--- config.mk ---
export PLATFORM = sky130hd
export DESIGN_NAME = nes_glue_top
export DESIGN_NICKNAME = d
export VERILOG_FILES = /design/src/nes_glue_pkg.sv /design/src/reset_sequencer.sv /design/src/load_write_stage.sv /design/src/joypad_serializer.sv /design/src/sigma_delta_dac.sv /design/src/nes_glue_top.sv
export SDC_FILE = /design/constraint.sdc
export NUM_CORES = 1
export LEC_CHECK = 0
export ABC_AREA = 0
export BUFFER_PORTS_ARGS = -buffer_cell sky130_fd_sc_hd__buf_2
export CORE_MARGIN = 4
export CORE_UTILIZATION = 53
export DETAILED_ROUTE_END_ITERATION = 7
export PLACE_DENSITY = 0.82
export SLEW_MARGIN = 20
export SYNTH_ARGS = -nofsm -noshare
export SYNTH_HDL_FRONTEND = slang
export SYNTH_HIERARCHICAL = 1
export SYNTH_SLANG_ARGS = --single-unit
--- constraint.sdc ---
create_clock -name clock -period 3.25 [get_ports clock]
set_clock_uncertainty 0.2 [all_clocks]
set_input_delay 0.325 -clock clock [delete_from_list [all_inputs] [get_ports clock]]
set_output_delay 0.325 -clock clock [all_outputs]
set_load 0.02 [all_outputs]
--- src/nes_glue_pkg.sv ---
`default_nettype none

package nes_glue_pkg;

  // memory request port
  localparam int ADDR_W = 22;
  localparam int DATA_W = 8;

  // audio
  localparam int SAMPLE_W = 16;

  // console clock-enable phase
  localparam int                CE_W           = 2;
  localparam logic [CE_W-1:0]   CE_WRITE_PHASE = 2'd3;   // loader write slot

  // reset sequencing
  localparam int POR_CYCLES      = 32;   // short hold for simulation
  localparam int POR_W           = 6;
  localparam int DL_RESET_CYCLES = 255;  // hold after load done
  localparam int DL_W            = 8;

  typedef enum logic [2:0] {
    RST_WAIT_LOCK = 3'd0,  // pll not locked yet
    RST_POR_HOLD  = 3'd1,  // power-on hold count
    RST_WAIT_LOAD = 3'd2,  // until first download done
    RST_POST_LOAD = 3'd3,  // post-download hold count
    RST_RUN       = 3'd4
  } rst_state_e;

  // bit positions of the joypad byte, shifted out from BTN_A
  typedef enum logic [2:0] {
    BTN_A      = 3'd0,
    BTN_B      = 3'd1,
    BTN_SELECT = 3'd2,
    BTN_START  = 3'd3,
    BTN_UP     = 3'd4,
    BTN_DOWN   = 3'd5,
    BTN_LEFT   = 3'd6,
    BTN_RIGHT  = 3'd7
  } joy_button_e;

endpackage

`default_nettype wire

--- src/reset_sequencer.sv ---
`timescale 1ns/1ns
`default_nettype none

module reset_sequencer
  import nes_glue_pkg::*;
(
  input  wire  clock,
  input  wire  rst_n_i,
  input  wire  pll_locked_i,
  input  wire  reset_button_i,
  input  wire  load_done_i,
  input  wire  loader_write_i,   // first strobe marks download start
  output logic reset_nes_o
);

  rst_state_e       state_q;
  logic [POR_W-1:0] por_cnt_q;
  logic [DL_W-1:0]  dl_cnt_q;
  logic             dl_started_q;
  logic             abort;

  // lock loss or button restarts the whole sequence
  assign abort = !pll_locked_i || reset_button_i;

  always_ff @(posedge clock)
  begin
    if (!rst_n_i)
    begin
      state_q      <= RST_WAIT_LOCK;
      por_cnt_q    <= '0;
      dl_cnt_q     <= '0;
      dl_started_q <= 1'b0;
      reset_nes_o  <= 1'b1;
    end
    else
    begin
      // console held in reset unless running with a loaded cartridge
      reset_nes_o <= abort || !load_done_i || (state_q != RST_RUN);

      if (!pll_locked_i)
        dl_started_q <= 1'b0;     // sticky until lock is lost
      else if (loader_write_i)
        dl_started_q <= 1'b1;

      if (abort)
      begin
        state_q   <= RST_WAIT_LOCK;
        por_cnt_q <= '0;
        dl_cnt_q  <= '0;
      end
      else
      begin
        case (state_q)
          RST_WAIT_LOCK:
          begin
            state_q   <= RST_POR_HOLD;   // lock is present here
            por_cnt_q <= POR_W'(POR_CYCLES - 1);
          end
          RST_POR_HOLD:
          begin
            if (por_cnt_q == '0)
              state_q <= RST_WAIT_LOAD;
            else
              por_cnt_q <= por_cnt_q - 1'b1;
          end
          RST_WAIT_LOAD:
          begin
            if (dl_started_q && load_done_i)
            begin
              state_q  <= RST_POST_LOAD;
              dl_cnt_q <= DL_W'(DL_RESET_CYCLES - 1);
            end
          end
          RST_POST_LOAD:
          begin
            if (!load_done_i)
              state_q <= RST_WAIT_LOAD;   // new download started
            else if (dl_cnt_q == '0)
              state_q <= RST_RUN;
            else
              dl_cnt_q <= dl_cnt_q - 1'b1;
          end
          RST_RUN:
          begin
            if (!load_done_i)
              state_q <= RST_WAIT_LOAD;
          end
          default:
            state_q <= RST_WAIT_LOCK;
        endcase
      end
    end
  end

endmodule

`default_nettype wire

--- src/load_write_stage.sv ---
`timescale 1ns/1ns
`default_nettype none

module load_write_stage
  import nes_glue_pkg::*;
(
  input  wire               clock,
  input  wire               rst_n_i,
  input  wire               load_done_i,
  input  wire  [CE_W-1:0]   nes_ce_i,
  input  wire               loader_write_i,
  input  wire  [ADDR_W-1:0] loader_addr_i,
  input  wire  [DATA_W-1:0] loader_data_i,
  input  wire  [ADDR_W-1:0] cpu_addr_i,
  input  wire  [DATA_W-1:0] cpu_wdata_i,
  input  wire               cpu_we_i,
  input  wire               cpu_oe_i,
  output logic [ADDR_W-1:0] mem_addr_o,
  output logic [DATA_W-1:0] mem_wdata_o,
  output logic              mem_we_o,
  output logic              mem_oe_o
);

  logic [ADDR_W-1:0] cap_addr_q;   // pending capture
  logic [DATA_W-1:0] cap_data_q;
  logic              pending_q;
  logic [ADDR_W-1:0] iss_addr_q;   // write on the memory port
  logic [DATA_W-1:0] iss_data_q;
  logic              iss_we_q;
  logic              write_phase;

  assign write_phase = (nes_ce_i == CE_WRITE_PHASE);

  always_ff @(posedge clock)
  begin
    if (!rst_n_i)
    begin
      pending_q <= 1'b0;
      iss_we_q  <= 1'b0;
    end
    else if (write_phase)
    begin
      iss_we_q  <= pending_q;        // held for one full phase period
      pending_q <= loader_write_i;   // strobe in the slot waits a period
    end
    else if (loader_write_i)
      pending_q <= 1'b1;
  end

  always_ff @(posedge clock)
  begin
    if (loader_write_i)
    begin
      cap_addr_q <= loader_addr_i;   // later strobe overwrites
      cap_data_q <= loader_data_i;
    end
    if (write_phase && pending_q)
    begin
      iss_addr_q <= cap_addr_q;
      iss_data_q <= cap_data_q;
    end
  end

  // loader owns the port until load done, cpu after
  always_comb
  begin
    if (load_done_i)
    begin
      mem_addr_o  = cpu_addr_i;
      mem_wdata_o = cpu_wdata_i;
      mem_we_o    = cpu_we_i;
      mem_oe_o    = cpu_oe_i;
    end
    else
    begin
      mem_addr_o  = iss_addr_q;
      mem_wdata_o = iss_data_q;
      mem_we_o    = iss_we_q;
      mem_oe_o    = 1'b0;         // no reads while loading
    end
  end

endmodule

`default_nettype wire

--- src/joypad_serializer.sv ---
`timescale 1ns/1ns
`default_nettype none

module joypad_serializer
  import nes_glue_pkg::*;
(
  input  wire        clock,
  input  wire        rst_n_i,
  input  wire        joy_strobe_i,
  input  wire        joy_clock_i,
  input  wire        board_start_i,
  input  wire        board_a_i,
  input  wire  [7:0] usb_buttons_i,   // joy_button_e order
  output logic       joy_data_o
);

  logic       start_q;
  logic       a_q;
  logic [7:0] board_byte;
  logic [7:0] shift_q;
  logic       joy_clock_q;
  logic       joy_clock_fall;

  always_ff @(posedge clock)
  begin
    start_q <= board_start_i;   // one register stage
    a_q     <= board_a_i;
  end

  always_comb
  begin
    board_byte            = '0;
    board_byte[BTN_START] = start_q;
    board_byte[BTN_A]     = a_q;
  end

  assign joy_clock_fall = joy_clock_q && !joy_clock_i;

  always_ff @(posedge clock)
  begin
    if (!rst_n_i)
    begin
      shift_q     <= '0;
      joy_clock_q <= 1'b0;
    end
    else
    begin
      joy_clock_q <= joy_clock_i;
      if (joy_strobe_i)
        shift_q <= board_byte | usb_buttons_i;   // reload while strobe high
      else if (joy_clock_fall)
        shift_q <= {1'b0, shift_q[7:1]};         // zeros shift in
    end
  end

  assign joy_data_o = shift_q[BTN_A];

endmodule

`default_nettype wire

--- src/sigma_delta_dac.sv ---
`timescale 1ns/1ns
`default_nettype none

module sigma_delta_dac
  import nes_glue_pkg::*;
(
  input  wire                 clock,
  input  wire                 reset_nes_i,
  input  wire  [SAMPLE_W-1:0] sample_i,
  output logic                audio_o
);

  // top bit holds the carry of the last add
  logic [SAMPLE_W:0] acc_q;

  always_ff @(posedge clock)
  begin
    if (reset_nes_i)
      acc_q <= '0;   // silent while console in reset
    else
      acc_q <= {1'b0, acc_q[SAMPLE_W-1:0]} + {1'b0, sample_i};
  end

  // carry density follows sample / 2**SAMPLE_W, muted from the first reset cycle
  assign audio_o = acc_q[SAMPLE_W] && !reset_nes_i;

endmodule

`default_nettype wire

--- src/nes_glue_top.sv ---
`timescale 1ns/1ns
`default_nettype none

module nes_glue_top
  import nes_glue_pkg::*;
(
  input  wire                 clock,
  input  wire                 rst_n_i,
  input  wire                 pll_locked_i,
  input  wire                 reset_button_i,
  input  wire                 load_done_i,
  // cartridge loader byte stream
  input  wire                 loader_write_i,
  input  wire  [ADDR_W-1:0]   loader_addr_i,
  input  wire  [DATA_W-1:0]   loader_data_i,
  input  wire  [CE_W-1:0]     nes_ce_i,
  // cpu side of the memory port
  input  wire  [ADDR_W-1:0]   cpu_addr_i,
  input  wire  [DATA_W-1:0]   cpu_wdata_i,
  input  wire                 cpu_we_i,
  input  wire                 cpu_oe_i,
  output logic [ADDR_W-1:0]   mem_addr_o,
  output logic [DATA_W-1:0]   mem_wdata_o,
  output logic                mem_we_o,
  output logic                mem_oe_o,
  // joypad
  input  wire                 joy_strobe_i,
  input  wire                 joy_clock_i,
  input  wire                 board_start_i,
  input  wire                 board_a_i,
  input  wire  [7:0]          usb_buttons_i,
  output logic                joy_data_o,
  // audio
  input  wire  [SAMPLE_W-1:0] sample_i,
  output logic                audio_o,
  output logic                reset_nes_o
);

  reset_sequencer reset_sequencer_inst (
    .clock          (clock),
    .rst_n_i        (rst_n_i),
    .pll_locked_i   (pll_locked_i),
    .reset_button_i (reset_button_i),
    .load_done_i    (load_done_i),
    .loader_write_i (loader_write_i),
    .reset_nes_o    (reset_nes_o)
  );

  load_write_stage load_write_stage_inst (
    .clock          (clock),
    .rst_n_i        (rst_n_i),
    .load_done_i    (load_done_i),
    .nes_ce_i       (nes_ce_i),
    .loader_write_i (loader_write_i),
    .loader_addr_i  (loader_addr_i),
    .loader_data_i  (loader_data_i),
    .cpu_addr_i     (cpu_addr_i),
    .cpu_wdata_i    (cpu_wdata_i),
    .cpu_we_i       (cpu_we_i),
    .cpu_oe_i       (cpu_oe_i),
    .mem_addr_o     (mem_addr_o),
    .mem_wdata_o    (mem_wdata_o),
    .mem_we_o       (mem_we_o),
    .mem_oe_o       (mem_oe_o)
  );

  joypad_serializer joypad_serializer_inst (
    .clock          (clock),
    .rst_n_i        (rst_n_i),
    .joy_strobe_i   (joy_strobe_i),
    .joy_clock_i    (joy_clock_i),
    .board_start_i  (board_start_i),
    .board_a_i      (board_a_i),
    .usb_buttons_i  (usb_buttons_i),
    .joy_data_o     (joy_data_o)
  );

  // audio is muted by the console reset
  sigma_delta_dac sigma_delta_dac_inst (
    .clock          (clock),
    .reset_nes_i    (reset_nes_o),
    .sample_i       (sample_i),
    .audio_o        (audio_o)
  );

endmodule

`default_nettype wire

-- Word-level counts from Yosys, hierarchy flattened
Cells that the tools add are included.
- add/sub/neg operators: 3
- equality and inequality tests: 13
- mux-type cells: 20
- bitwise logic cells: 2
- reductions and logical operators: 23
- operators by type and width (kind ; number):
    $mux 8 ; 6
    $mux 22 ; 1
    $add 16x16->17 ; 1
    $pmux 8 s2 ; 1
    $mux 3 ; 5
    $pmux 3 s5 ; 1
    $pmux 6 s2 ; 1
    $logic_not 8->1 ; 1
    $ne 2x2->1 const B ; 4
    $or 4x8->8 ; 1
    $reduce_and 4->1 ; 2
    $reduce_bool 2->1 ; 4
    $sub 8x1->8 const B ; 1
    $eq 3x2->1 const B ; 2
    $logic_not 6->1 ; 1
    $mux 6 ; 1
    $sub 6x1->6 const B ; 1
    $logic_and 1x1->1 ; 4
    $logic_not 1->1 ; 4
    $mux 1 ; 4
    $ne 2x1->1 const B ; 2
    $reduce_and 2->1 ; 2
    $eq 3x1->1 const B ; 1
    $eq 3x3->1 const B ; 1
    7 further kinds ; 9
- flip-flop bits (word level): 109
- input bits: 98
- output and inout bits: 35

-- Longest topological paths before layout
- depth after elaboration: 4
- depth in mapped cells: 7

-- Cells and area by module
Netlist, hierarchy kept.
- by module, submodules not included (module ; times used ; cells each ; area an instance (µm²) ; sequential area each (µm²)):
    load_write_stage ; 1 ; 103 ; 2413.6 ; 1841.8
    sigma_delta_dac ; 1 ; 130 ; 1184.9 ; 340.3
    reset_sequencer ; 1 ; 129 ; 1112.3 ; 380.4
    joypad_serializer ; 1 ; 43 ; 440.4 ; 220.2

-- Worst setup path after synthesis
OpenSTA, ideal clock, no wires.
- kind: input-to-reg
- start point: in sample_i[0]
- end point: reg sigma_delta_dac_inst.acc_q[14]
- arrival time: 2041 ps
- path slack: 886 ps
- stages: 7
- buffers on the path: 0
- cell sequence: ha_1 -> fa_1 -> a21o_1 -> a221o_2 -> a31oi_1 -> o21ai_1 -> mux2_1
- word-level cells in the longest chain between the ends: 1
- RTL lines (what ; RTL line ; source):
    from (decl) ; nes_glue_top.sv:34 ; input wire [SAMPLE_W-1:0] sample_i,
    $add 16x16->17 ; sigma_delta_dac.sv:21 ; acc_q <= {1'b0, acc_q[SAMPLE_W-1:0]} + {1'b0, sample_i};
    to (signal assigned) ; sigma_delta_dac.sv:21 ;
    to (decl) ; sigma_delta_dac.sv:14 ; logic [SAMPLE_W:0] acc_q;
No other way between the ends.
A chain may end at the register's enable or synchronous reset.

-- Worst setup path after layout
- start point: reg sigma_delta_dac_inst.acc_q[0]
- end point: reg sigma_delta_dac_inst.acc_q[12]
- word-level cells in the longest chain between the ends: 1
- RTL lines (what ; RTL line):
    $add 16x16->17 ; sigma_delta_dac.sv:21
No other way between the ends.

==> summary.md <==
| Metric | Value |
|---|---|
| Initial DRC count | `between 150 and 200` |
| Post-DR vias/cell | `5.38` |
| IR drop worst, VDD | `between 0.2 and 0.25 mV` |
| Ys flop type | `edfxtp_1` |
| ANT cells | `0` |
| DRC | `0` |
| Post CTS Setup Buffer Count | `0` |
| Rows | `35` |
| Top cells by area, synth | `edfxtp_1, dfxtp_1, mux2_4` |
| Die area | `approximately 11000 um^2` |
| PortBufs | `132` |
| CP max stage cell | `fa_1` |
| Final core occ | `between 60 and 70%` |
| Core area | `9370 um^2` |
| Global Route Usage Sum | `19.8%` |
| # IOs | `about 130` |
| Post-synthesis compound-gate area fraction | `13.6%` |
| HPWL Detailed | `8.30 mm` |
| Simple-gate share of the synthesized area | `10.7%` |
| Number of maximum-capacitance violations | `0` |
| Post-DRT Antenna Nets | `0` |
| Post-synth ARST share | `0%` |
| Final net count | `about 700` |
| Yosys Warn Count | `6` |
| Endpoint class of the critical path | `flip-flop` |
| Initial antenna violation count | `0` |
| Share of the synthesized area in the top cell type | `35.0%` |
| Routed length per instance | `16.3 um` |
| Status | `complete, no violations` |
| # clock sinks | `109` |
| Min Tclk post-route | `2.42 ns` |
| Pwr dens | `412 nW/um^2` |
| Main combinational cell family by area after synthesis | `compound AO/OA/AOI/OAI gates` |
| CTS tree | `built` |
| Type of element launching the critical path | `flip-flop` |
| Synth unique cells | `71` |
| CP cell instances | `ha_1 > fa_1 > a21o_1 > a221o_2 > a221oi_2 > xor2_1 > nor2_1` |
| Pre-Repair DR Iteration Count | `4` |
| Largest net degree at the start of global routing | `33` |
| Routability Congestion | `0.860` |
| Buf+Inv Stages, Crit Path | `0` |
| Rel. slew slack | `46.4%` |
| CP delay by family, top | `compound AO/OA/AOI/OAI gates` |
| Worst-Margin Slew | `0.803 ns` |
| Worst skew pair latency | `0.37 ns` |
| Die X | `107 um` |
| Total gr overflow | `0` |
| TritonCTS buffer count | `9` |
| WS Path Type | `reg -> reg` |
| H-tree depth | `3` |
| Die Y | `107 um` |
| Unrepaired setup endpoints after global routing | `false` |
| Clock Path Buffers | `2` |
| Crit-path max FO | `5` |
| Yosys top cell by area | `edfxtp_1` |
| Clk slew on worst S/H paths | `around 0.12 ns` |
| Post-synthesis sequential area ratio | `54.0%` |
| Post-Syn Instances | `405` |
| WP data arrival | `2.45 ns` |
| Number of synthesized flops with an enable pin | `60` |
| WL final | `between 10 and 15 mm` |
| Layout Area Growth over Synthesis | `23.6%` |
| Crit share post-route | `74.5%` |
| Syn Std Cell Area | `5150 um^2` |
| Syn_area_per_cell | `between 10 and 15 um^2` |
| Root Buffer | `clkbuf_8` |
| Global-route wire length before repair | `18.1 mm` |
| Vias | `3786` |
| Fillers | `slightly above 700` |
| Starting Density | `55.0%` |
| Synth Area in XOR/XNOR | `between 1.5 and 2%` |
| Peak Freq | `about 0.41 GHz` |
| Endpoints failing hold | `0` |
| Final TNS setup | `0 ns` |
| Final setup violation count | `0` |
| CP max stage delay | `0.41 ns` |
| Mux cell area share after synthesis | `11.2%` |
| Worst hold path class | `in -> reg` |
| Syn nets | `524` |
| Static Leak | `2.79 nW` |
| Post-Synth Adder-Cell Area | `5.25%` |
| Vias in the first global route | `3825` |
| Hold_ws | `roughly 0.026 ns` |
| Share of cells above drive strength 1 | `34.8%` |
| Crit path required time | `between 3 and 4 ns` |
| Slew Viols, Final | `0` |
| Seq cells post-synth | `109` |
-- through the flow --
step,cells,setup slack [ns],instance area (um^2),power (mW)
final,704,0.828,6360,2.63
after global routing,704,0.716,6360,2.73
after CTS,703,0.830,6350,2.64
after detailed placement,654,0.668,5840,1.86
after global placement,654,0.705,5840,1.84
after floorplan,405,0.886,5150,1.75
-- synth_stat cells (all sizes together), types with 2 or more instances --
| cell | instances |
|---|---|
| a2111oi | 2 |
| a211o | 3 |
| a211oi | 5 |
| a21boi | 4 |
| a21o | 7 |
| a21oi | 23 |
| a221oi | 3 |
| a311oi | 3 |
| a31oi | 5 |
| and2 | 4 |
| and3 | 5 |
| buf | 11 |
| clkbuf | 3 |
| dfxtp | 49 |
| edfxtp | 60 |
| ha | 20 |
| inv | 13 |
| mux2 | 34 |
| mux2i | 8 |
| nand2 | 13 |
| nand2b | 4 |
| nand3 | 13 |
| nor2 | 29 |
| nor2b | 4 |
| nor3 | 10 |
| nor3b | 3 |
| nor4 | 2 |
| nor4b | 2 |
| o211a | 3 |
| o21a | 6 |
| o21ai | 16 |
| o311a | 3 |
| o31ai | 3 |
| o32ai | 2 |
| or2 | 3 |
| or4 | 3 |
| xnor2 | 4 |
| xor2 | 5 |
-- sequential cells by signal (all words and copies together) (netlist names) --
register,cells
joypad_serializer_inst/joy_clock_q,1
reset_sequencer_inst/dl_cnt_q,8
load_write_stage_inst/iss_data_q,8
joypad_serializer_inst/a_q,1
load_write_stage_inst/iss_we_q,1
reset_sequencer_inst/dl_started_q,1
reset_sequencer_inst/por_cnt_q,6
reset_sequencer_inst/state_q,3
joypad_serializer_inst/shift_q,8
load_write_stage_inst/pending_q,1
joypad_serializer_inst/start_q,1
load_write_stage_inst/cap_addr_q,22
reset_sequencer_inst/reset_nes_o,1
load_write_stage_inst/cap_data_q,8
load_write_stage_inst/iss_addr_q,22
sigma_delta_dac_inst/acc_q,17
-- cell type report --
cell class | instances | area [um^2] | share of cell area [%]
Sequential cell | 109 | 2780 | 43.7
Multi-Input combinational cell | 269 | 2170 | 34.2
Timing Repair Buffer | 168 | 1020 | 16.0
Tap cell | 129 | 161 | 2.54
Clock buffer | 10 | 128 | 2.01
Clock inverter | 6 | 53.8 | 0.845
Inverter | 13 | 48.8 | 0.767
-- where the power goes --
part	total, mW	leakage (nW)	internal, mW	switching [mW]
Combinational	0.325	1.73	0.167	0.158
Clock	0.763	0.0898	0.295	0.468
Sequential	1.54	0.966	1.51	0.0234
-- logic make-up (layout without fill, tap and decap cells) --
logic type | count (synthesis) | count (layout)
fa+ha+maj | 21 | 21
simple gates | 100 | 100
mux | 42 | 42
compound gates | 97 | 97
buf+inv | 27 | 197
flops | 109 | 109
xor+xnor | 9 | 9
-- per-layer routing --
| metal | GRT usage [%] | share of wire (%) | vias to the layer above |
|---|---|---|---|
| met1 | 24.8 | 42 | 1795 |
| met5 | 0 | 0 | - |
| met4 | 5.84 | 1.6 | 0 |
| li1 | - | - | 1867 |
| met2 | 35.4 | 52 | 108 |
| met3 | 2.95 | 4.2 | 16 |
-- worst register-to-register path, cell delays in order, from the launching register on --
cell	delay, ns
dfxtp_1	0.31
ha_1	0.22
fa_1	0.41
a21o_1	0.21
a221o_2	0.40
a221oi_2	0.31
xor2_1	0.18
nor2_1	0.06
-- placed cells by master (no fill, tap or decap), types with 3 or more instances in the layout --
cell type / synthesis / final
a211oi_1: 3 / 3
a21boi_0: 4 / 4
a21o_1: 6 / 6
a21oi_1: 23 / 23
a311oi_1: 3 / 3
a31oi_1: 5 / 5
and2_1: 3 / 3
and3_1: 4 / 4
buf_2: 2 / 132
clkbuf_8: 0 / 9
dfxtp_1: 49 / 49
dlygate4sd3_1: 0 / 34
edfxtp_1: 60 / 60
ha_1: 20 / 20
inv_1: 11 / 11
inv_6: 0 / 3
mux2_2: 3 / 3
mux2_4: 30 / 30
mux2i_1: 8 / 8
nand2_1: 13 / 13
nand2b_1: 3 / 3
nand3_1: 13 / 13
nor2_1: 29 / 29
nor2b_1: 4 / 4
nor3_1: 10 / 10
nor3b_1: 3 / 3
o211a_1: 3 / 3
o21a_1: 6 / 6
o21ai_0: 11 / 11
o21ai_1: 5 / 5
o311a_1: 3 / 3
o31ai_1: 3 / 3
or4_1: 3 / 3
xnor2_1: 4 / 4
xor2_1: 5 / 5
-- final timing paths --
check                                                                    from                                        endpoint  slack [ns]  cells past startpoint
worst min register to register  load_write_stage_inst/cap_data_q[5]$_DFFE_PP_   load_write_stage_inst/iss_data_q[5]$_DFFE_PP_        0.22                      0
worst min-delay path                                         usb_buttons_i[3]  joypad_serializer_inst/shift_q[3]$_SDFFE_PN0P_        0.03                      2
worst max register to register       sigma_delta_dac_inst/acc_q[0]$_SDFF_PP0_       sigma_delta_dac_inst/acc_q[12]$_SDFF_PP0_        0.83                      7
worst max-delay path                 sigma_delta_dac_inst/acc_q[0]$_SDFF_PP0_       sigma_delta_dac_inst/acc_q[12]$_SDFF_PP0_        0.83                      7
-- what timing repair did --
item	in CTS	in global routing
hold buffers	33	1
gates resized for setup	0	0
endpoints found under the hold margin	33	1
(Power assumes the default switching activity.)
